===== src/edge_aggr_pkg.sv =====
// edge aggregation package with sizes, stream commands and beat structs
`default_nettype none

package edge_aggr_pkg;

    // bank count and bank index width
    localparam int NUM_BANKS  = 4;
    localparam int BANK_SEL_W = 2;

    // feature vector geometry, two elements per beat
    localparam int FV_NUM_MAX = 16;
    localparam int FV_W       = 16;
    localparam int PAIR_NUM   = FV_NUM_MAX / 2;

    localparam int NODE_ID_W  = 10;
    // wide enough for a pair count of PAIR_NUM
    localparam int BEAT_CNT_W = 4;

    // command on the last beat of a stream
    typedef enum logic [1:0] {
        CMD_HOLD      = 2'd0,
        CMD_WRITEBACK = 2'd1,
        CMD_FINAL     = 2'd2
    } aggr_cmd_t;

    // one beat of feature data
    typedef logic [1:0][FV_W-1:0] fv_pair_t;

    // input beat from the edge PE
    typedef struct packed {
        logic [NODE_ID_W-1:0] node_id;
        logic                 sos;
        logic                 eos;
        aggr_cmd_t            cmd;
        fv_pair_t             data;
    } edge_beat_t;

    // result kind on the output port
    typedef enum logic {
        KIND_PARTIAL = 1'b0,
        KIND_FINAL   = 1'b1
    } out_kind_t;

    // output beat of a bank and of the top level
    typedef struct packed {
        logic [NODE_ID_W-1:0] node_id;
        logic                 sos;
        logic                 eos;
        out_kind_t            kind;
        fv_pair_t             data;
    } bank_beat_t;

endpackage

`default_nettype wire


===== src/edge_bank_dispatch.sv =====
// input dispatcher that routes each beat to its accumulation bank by node id
`default_nettype none

module edge_bank_dispatch (
    input  logic                                clk,
    input  logic                                reset,
    input  logic                                in_valid,
    input  edge_aggr_pkg::edge_beat_t           in_beat,
    output logic                                in_ready,
    input  logic [edge_aggr_pkg::NUM_BANKS-1:0] bank_busy,
    output logic [edge_aggr_pkg::NUM_BANKS-1:0] beat_valid,
    output edge_aggr_pkg::edge_beat_t           bank_beat
);

    logic [edge_aggr_pkg::BANK_SEL_W-1:0] sel;
    logic                                 closing;
    logic                                 running;
    logic                                 accept;

    // bank index from the low node id bits
    assign sel = in_beat.node_id[edge_aggr_pkg::BANK_SEL_W-1:0];

    // registered beat ends a non-hold stream in the selected bank,
    // whose busy flag only rises next cycle
    assign closing = beat_valid[sel] && bank_beat.eos
                     && (bank_beat.cmd != edge_aggr_pkg::CMD_HOLD);

    assign in_ready = running && !bank_busy[sel] && !closing;
    assign accept   = in_valid && in_ready;

    // one-hot beat valid, one cycle per accepted beat
    always_ff @(posedge clk) begin
        if (reset) begin
            running    <= 1'b0;
            beat_valid <= '0;
        end else begin
            running    <= 1'b1;
            beat_valid <= '0;
            if (accept) begin
                beat_valid[sel] <= 1'b1;
            end
        end
    end

    // shared beat bus register
    always_ff @(posedge clk) begin
        if (accept) begin
            bank_beat <= in_beat;
        end
    end

endmodule

`default_nettype wire


===== src/edge_bank.sv =====
// accumulation bank that sums node streams and drains results over req/ack
`default_nettype none

module edge_bank (
    input  logic                      clk,
    input  logic                      reset,
    input  logic                      beat_valid,
    input  edge_aggr_pkg::edge_beat_t bank_beat,
    output logic                      busy,
    output logic                      req,
    input  logic                      ack,
    input  logic                      take,
    output edge_aggr_pkg::bank_beat_t out_beat
);

    typedef enum logic [1:0] {
        ST_IDLE,
        ST_STREAM,
        ST_DRAIN,
        ST_RELEASE
    } bank_state_t;

    bank_state_t state;

    // accumulator, one entry per element pair
    edge_aggr_pkg::fv_pair_t [edge_aggr_pkg::PAIR_NUM-1:0] acc;
    edge_aggr_pkg::fv_pair_t                               sum;

    logic [edge_aggr_pkg::BEAT_CNT_W-1:0] pair_cnt;
    logic [edge_aggr_pkg::BEAT_CNT_W-1:0] pair_len;
    logic [edge_aggr_pkg::BEAT_CNT_W-2:0] idx;
    logic                                 last_pair;
    logic [edge_aggr_pkg::NODE_ID_W-1:0]  cur_node;
    edge_aggr_pkg::aggr_cmd_t             cur_cmd;

    assign idx       = pair_cnt[edge_aggr_pkg::BEAT_CNT_W-2:0];
    assign last_pair = (pair_cnt == pair_len - 1'b1);

    // element-wise add, wraps modulo 2^FV_W
    always_comb begin
        for (int e = 0; e < 2; e++) begin
            sum[e] = acc[idx][e] + bank_beat.data[e];
        end
    end

    assign busy = (state == ST_DRAIN) || (state == ST_RELEASE);
    assign req  = (state == ST_DRAIN);

    // current drain beat, valid whenever req is high
    always_comb begin
        out_beat.node_id = cur_node;
        out_beat.sos     = (pair_cnt == '0);
        out_beat.eos     = last_pair;
        out_beat.kind    = (cur_cmd == edge_aggr_pkg::CMD_FINAL) ?
                           edge_aggr_pkg::KIND_FINAL : edge_aggr_pkg::KIND_PARTIAL;
        out_beat.data    = acc[idx];
    end

    always_ff @(posedge clk) begin
        if (reset) begin
            state    <= ST_IDLE;
            acc      <= '0;
            pair_cnt <= '0;
        end else begin
            case (state)
                ST_IDLE, ST_STREAM: begin
                    if (beat_valid) begin
                        acc[idx] <= sum;
                        if (bank_beat.eos) begin
                            pair_cnt <= '0;
                            // hold keeps the sums and waits for the next stream
                            if (bank_beat.cmd == edge_aggr_pkg::CMD_HOLD) begin
                                state <= ST_IDLE;
                            end else begin
                                state <= ST_DRAIN;
                            end
                        end else begin
                            pair_cnt <= pair_cnt + 1'b1;
                            state    <= ST_STREAM;
                        end
                    end
                end
                ST_DRAIN: begin
                    if (take) begin
                        if (last_pair) begin
                            acc      <= '0;
                            pair_cnt <= '0;
                            state    <= ST_RELEASE;
                        end else begin
                            pair_cnt <= pair_cnt + 1'b1;
                        end
                    end
                end
                ST_RELEASE: begin
                    // req is already low, wait for the arbiter to drop ack
                    if (!ack) begin
                        state <= ST_IDLE;
                    end
                end
                default: begin
                    state <= ST_IDLE;
                end
            endcase
        end
    end

    // stream length, node id and command of the last stream
    always_ff @(posedge clk) begin
        if (beat_valid && (state == ST_IDLE || state == ST_STREAM)) begin
            cur_node <= bank_beat.node_id;
            if (bank_beat.eos) begin
                pair_len <= pair_cnt + 1'b1;
                cur_cmd  <= bank_beat.cmd;
            end
        end
    end

endmodule

`default_nettype wire


===== src/bank_drain_arbiter.sv =====
// round-robin four-phase arbiter moving one bank result stream to the output
`default_nettype none

module bank_drain_arbiter (
    input  logic                                                 clk,
    input  logic                                                 reset,
    input  logic [edge_aggr_pkg::NUM_BANKS-1:0]                  req,
    input  edge_aggr_pkg::bank_beat_t [edge_aggr_pkg::NUM_BANKS-1:0] bank_beats,
    output logic [edge_aggr_pkg::NUM_BANKS-1:0]                  ack,
    output logic [edge_aggr_pkg::NUM_BANKS-1:0]                  take,
    output logic                                                 out_valid,
    output edge_aggr_pkg::bank_beat_t                            out_beat,
    input  logic                                                 out_ready
);

    // grant in progress and the bank it belongs to
    logic                                 active;
    logic [edge_aggr_pkg::BANK_SEL_W-1:0] cur;

    logic [edge_aggr_pkg::BANK_SEL_W-1:0] cand;
    logic [edge_aggr_pkg::BANK_SEL_W-1:0] next_sel;
    logic                                 next_found;

    // search starts one past the last bank served
    always_comb begin
        cand       = cur;
        next_sel   = cur;
        next_found = 1'b0;
        for (int off = 1; off <= edge_aggr_pkg::NUM_BANKS; off++) begin
            cand = cur + off[edge_aggr_pkg::BANK_SEL_W-1:0];
            if (!next_found && req[cand]) begin
                next_sel   = cand;
                next_found = 1'b1;
            end
        end
    end

    always_comb begin
        ack = '0;
        if (active) begin
            ack[cur] = 1'b1;
        end
    end

    // req stays high until the eos take, so it frames the stream
    assign out_valid = active && req[cur];
    assign out_beat  = bank_beats[cur];

    always_comb begin
        take      = '0;
        take[cur] = out_valid && out_ready;
    end

    always_ff @(posedge clk) begin
        if (reset) begin
            active <= 1'b0;
            // first pick lands on bank 0
            cur    <= '1;
        end else if (!active) begin
            if (next_found) begin
                active <= 1'b1;
                cur    <= next_sel;
            end
        end else if (!req[cur]) begin
            // bank has dropped req, release the handshake
            active <= 1'b0;
        end
    end

endmodule

`default_nettype wire


===== src/edge_aggr_top.sv =====
// edge aggregation top with dispatcher, accumulation banks and drain arbiter
`default_nettype none

module edge_aggr_top (
    input  logic                      clk,
    input  logic                      reset,
    input  logic                      in_valid,
    input  edge_aggr_pkg::edge_beat_t in_beat,
    output logic                      in_ready,
    output logic                      out_valid,
    output edge_aggr_pkg::bank_beat_t out_beat,
    input  logic                      out_ready
);

    logic [edge_aggr_pkg::NUM_BANKS-1:0]                      bank_busy;
    logic [edge_aggr_pkg::NUM_BANKS-1:0]                      beat_valid;
    edge_aggr_pkg::edge_beat_t                                bank_beat;
    logic [edge_aggr_pkg::NUM_BANKS-1:0]                      req;
    logic [edge_aggr_pkg::NUM_BANKS-1:0]                      ack;
    logic [edge_aggr_pkg::NUM_BANKS-1:0]                      take;
    edge_aggr_pkg::bank_beat_t [edge_aggr_pkg::NUM_BANKS-1:0] bank_beats;

    edge_bank_dispatch u_dispatch (
        .clk        (clk),
        .reset      (reset),
        .in_valid   (in_valid),
        .in_beat    (in_beat),
        .in_ready   (in_ready),
        .bank_busy  (bank_busy),
        .beat_valid (beat_valid),
        .bank_beat  (bank_beat)
    );

    for (genvar b = 0; b < edge_aggr_pkg::NUM_BANKS; b++) begin : g_bank
        edge_bank u_bank (
            .clk        (clk),
            .reset      (reset),
            .beat_valid (beat_valid[b]),
            .bank_beat  (bank_beat),
            .busy       (bank_busy[b]),
            .req        (req[b]),
            .ack        (ack[b]),
            .take       (take[b]),
            .out_beat   (bank_beats[b])
        );
    end

    bank_drain_arbiter u_arbiter (
        .clk        (clk),
        .reset      (reset),
        .req        (req),
        .bank_beats (bank_beats),
        .ack        (ack),
        .take       (take),
        .out_valid  (out_valid),
        .out_beat   (out_beat),
        .out_ready  (out_ready)
    );

endmodule

`default_nettype wire


===== config.mk =====
export PLATFORM = sky130hd
export DESIGN_NAME = edge_aggr_top
export DESIGN_NICKNAME = d
export VERILOG_FILES = /design/src/edge_aggr_pkg.sv /design/src/edge_bank_dispatch.sv /design/src/edge_bank.sv /design/src/bank_drain_arbiter.sv /design/src/edge_aggr_top.sv
export SDC_FILE = /design/constraint.sdc
export NUM_CORES = 2
export LEC_CHECK = 0
export BUFFER_PORTS_ARGS = -buffer_cell sky130_fd_sc_hd__buf_2
export CAP_MARGIN = 10
export CORE_MARGIN = 1.5
export CORE_UTILIZATION = 30
export CTS_BUF_LIST = sky130_fd_sc_hd__clkbuf_2 sky130_fd_sc_hd__clkbuf_4 sky130_fd_sc_hd__clkbuf_8
export DETAILED_ROUTE_END_ITERATION = 6
export GPL_ROUTABILITY_DRIVEN = 0
export PLACE_DENSITY = 0.44
export SLEW_MARGIN = 20
export SYNTH_ARGS = -nofsm -noshare
export SYNTH_HDL_FRONTEND = slang
export SYNTH_SLANG_ARGS = --single-unit

===== constraint.sdc =====
create_clock -name clk -period 7.27 [get_ports clk]
set_input_delay 0.3635 -clock clk [delete_from_list [all_inputs] [get_ports clk]]
set_output_delay 0.3635 -clock clk [all_outputs]
set_load 0.05 [all_outputs]

==> results_dict.tcl <==
set metrics [dict create \
    cts_buffer_depth 3 \
    core_um2 172000 \
    die_width_um 419 \
    grt_pass1_wl_um 312000 \
    worst-setup-path-type "reg -> reg" \
    grt_pass1_vias 42100 \
    postRouteAntennaNets 0 \
    r2r_start "g_bank[3].u_bank.pair_cnt[2]$_SDFFE_PP0P_" \
    final-max-slew-violation-count 0 \
    row_count 152 \
    initial_utilization_pct 30.2 \
    synth_ff_type "dfxtp_1" \
    cts.sinks 1165 \
    status "completed" \
    cap_violations 0 \
    dpl.hpwl_um 141000 \
    worstPathArrival_ps 6200 \
    pre_cts_slack_ps 1960 \
    antenna_found_initial 10 \
    critPathLaunchType "flip-flop" \
    setup_violations 0 \
    numPortBuffers 95 \
    cp-startpoint "g_bank[3].u_bank.pair_cnt[2]$_SDFFE_PP0P_" \
    multi_input_area_um2 26500 \
    powerDensity_nw_per_um2 231 \
    post_drt_wl_per_cell_um 29.3 \
    gr-total-overflow 0 \
    synthCells 4881 \
    dr_total_vias 43400 \
    synth.avg_cell_area_um2 10.6 \
    postCtsResizedCells 0 \
    max_freq_ghz 0.186 \
    drtIter0Drc 4183 \
    period_needed_ps 5390 \
    combPwrFrac_pct 6.0 \
    finalCritPeriodShare_pct 74.1 \
    routed.top_layer "met5" \
    fin_ws_ps 1880 \
    p_leak_nw 23.0 \
    crit_path_max_fanout 51 \
    cp-end-kind "flip-flop" \
    hold_violations 0 \
    maxSlewHeadroom_pct 17.2 \
    track_usage_pct 24.5 \
    p_switching_mw 3.62 \
    die-height_um 419 \
    intPower_mw 10.4 \
    numCtsBuffers 204 \
    root_buffer "clkbuf_8" \
    postCtsSetupBuffers 0 \
    p_seq_share_pct 46.9 \
    layout-drive-gt1-share_pct 18.4 \
    dr_wl_met2_um 99700 \
    num_io_pins 97 \
    grt_max_degree 53 \
    synthDistinctLibCells 78 \
    clkLatencyLatePin_ps 990 \
    dr.pass1.iters 6 \
    syn2layout_area_growth_pct 16.8 \
    tns_ps 0 \
    min-delay-start "in_beat[42]" \
    worst_ir_drop_vdd_mv 0.167 \
    synth_edf_count 109 \
    hold_ws_ps 101 \
    worstMarginPinSlew_ps 1240 \
    clock_skew_ps 60.2 \
    routed-wl-met3_um 13000 \
    nFillCells 17100 \
    via_per_inst 5.78 \
    ys_seq_area_share_pct 47.0 \
    pwr-share-clk_pct 47.1 \
    drt-met1-wl_um 96500 \
    worst_hold_path_type "in -> reg" \
    path_clk_slew_ps 70 \
    drc_errors 0 \
    post_synth_instance_area_um2 52000 \
    holdBufCountCts 48 \
    yosysWarnings 0 \
    worstPathRequired_ps 8080 \
    htreeDepth 4 \
    netSwitchingFraction_pct 25.8 \
    num-nets-final 5226 \
    rsz0062_at_grt "false" \
    synthArstFlopShare_pct 0 \
    synth-seq-cells 1165 \
    wirelength_um 220000 \
    synthesis.nets 5075 \
    dieArea_um2 176000 \
    cts_tree "built" \
    ff_latch_area_um2 24500 \
]
## cell usage in the layout, fill, tap and decap left out, drive strengths merged, types with 43 or more instances in the layout
master	n
edfxtp	109
nor3	73
mux4	159
xnor2	87
dlygate4sd3	48
nand2	419
nor2	232
a22o	854
mux2i	67
a21oi	124
xor2	43
dfxtp	1056
mux2	71
a22oi	56
ha	136
buf	255
inv	71
o21ai	257
a221oi	98
clkbuf	317
nand3	72
## synthesized netlist by cell type, types with 7 or more instances
master	n	share of area, %
a22oi_1	56	0.81
o2bb2ai_1	13	0.22
and3_1	40	0.48
nand4_1	23	0.28
a311oi_1	9	0.15
nand3_1	72	0.69
ha_1	136	3.3
a31oi_1	15	0.18
o21ai_0	240	2.3
a221o_1	16	0.31
buf_1	53	0.38
a22o_1	854	14
a21oi_1	124	1.2
mux2_2	71	1.5
o22a_1	10	0.17
dfxtp_1	1056	41
o21bai_1	21	0.30
edfxtp_1	109	6.3
or4_1	7	0.10
o21a_1	11	0.16
o21ai_1	17	0.16
and2_1	22	0.26
buf_2	31	0.30
nand2b_1	21	0.25
nor4_1	16	0.19
o221ai_1	19	0.32
inv_1	62	0.45
mux4_2	159	6.9
xnor2_1	87	1.5
xor2_1	43	0.72
o22ai_1	35	0.42
clkbuf_1	274	2.0
a21o_1	30	0.43
a211oi_1	37	0.53
fa_1	8	0.31
mux2i_1	67	1.3
nor2_1	232	1.7
nor2b_1	38	0.46
o31ai_1	21	0.30
o211ai_1	30	0.43
a221oi_1	98	1.7
nand2_1	419	3.0
nor3_1	73	0.70
a32o_1	23	0.44
## critical path: stages (launching register included)
cell,delay (ps)
dfxtp_4,870
nor2b_1,790
a221oi_1,260
o21ai_0,900
ha_1,450
and4_1,250
o21ai_0,360
a311oi_1,200
buf_4,220
xnor2_1,670
o21ai_0,200
## stage by stage
step | instances | utilization, % | power (mW) | cell area [um^2]
after detailed placement | 7088 | 32.4 | 7.51 | 55700
after CTS | 7498 | 35.3 | 14.1 | 60700
final | 7506 | 35.3 | 14.0 | 60700
after global routing | 7503 | 35.3 | 14.5 | 60700
after floorplan | 4881 | - | 7.13 | 52000
after global placement | 7088 | 32.4 | 7.51 | 55700
## sequential cells by signal, summed over array words and instances, names as in the netlist, 2 cells and up
name / cells
g_bank.u_bank.state: 8
u_dispatch.bank_beat: 45
g_bank.u_bank.pair_cnt: 16
g_bank.u_bank.acc: 1024
g_bank.u_bank.pair_len: 16
u_arbiter.cur: 2
u_dispatch.beat_valid: 4
g_bank.u_bank.cur_node: 40
g_bank.u_bank.cur_cmd: 8
## power by group through the flow
stage | clock network, mW | logic, mW | registers, mW
2_1_floorplan | 0 | 0.462 | 6.66
3_3_place_gp | 0 | 0.807 | 6.71
3_5_place_dp | 0 | 0.807 | 6.71
4_1_cts | 6.73 | 0.829 | 6.57
5_1_grt | 7.03 | 0.884 | 6.57
6_report | 6.60 | 0.846 | 6.57
## path summary, 6_finish.rpt
kind | endpoint | slack [ps] | depth (start not counted)
max | g_bank[3].u_bank.acc[11]$_SDFFE_PP0P_ | 1880 | 10
min | u_dispatch.bank_beat[42]$_DFFE_PP_ | 100 | 2
max reg2reg | g_bank[3].u_bank.acc[11]$_SDFFE_PP0P_ | 1880 | 10
min reg2reg | g_bank[3].u_bank.acc[137]$_SDFFE_PP0P_ | 450 | 2
## cells by family after synthesis
family                   synth area share (%)
AO/OA/AOI/OAI                            25.7
flip-flops                               47.0
AND/OR/NAND/NOR                          8.64
buffers and inverters                    3.14
multiplexers                             9.72
adder cells (fa/ha/maj)                  3.58
XOR/XNOR                                 2.28
## per-layer routing
layer | vias up | global-route usage [%]
li1 | 19200 | -
met1 | 22000 | 32.7
met2 | 1682 | 38.6
met3 | 416 | 3.78
met4 | 2 | 11.3
met5 | - | 0
## layout make-up
class / count / area share [%]
well taps: 2310 / 4.76
repair buffers: 303 / 3.56
inverters: 67 / 0.414
multi-input cells: 3291 / 43.6
flip-flops and latches: 1165 / 40.3
diodes: 8 / 0.0330
clock buffers: 317 / 6.65
clock inverters: 45 / 0.678
Note: power is estimated with default switching activity, not from simulation.
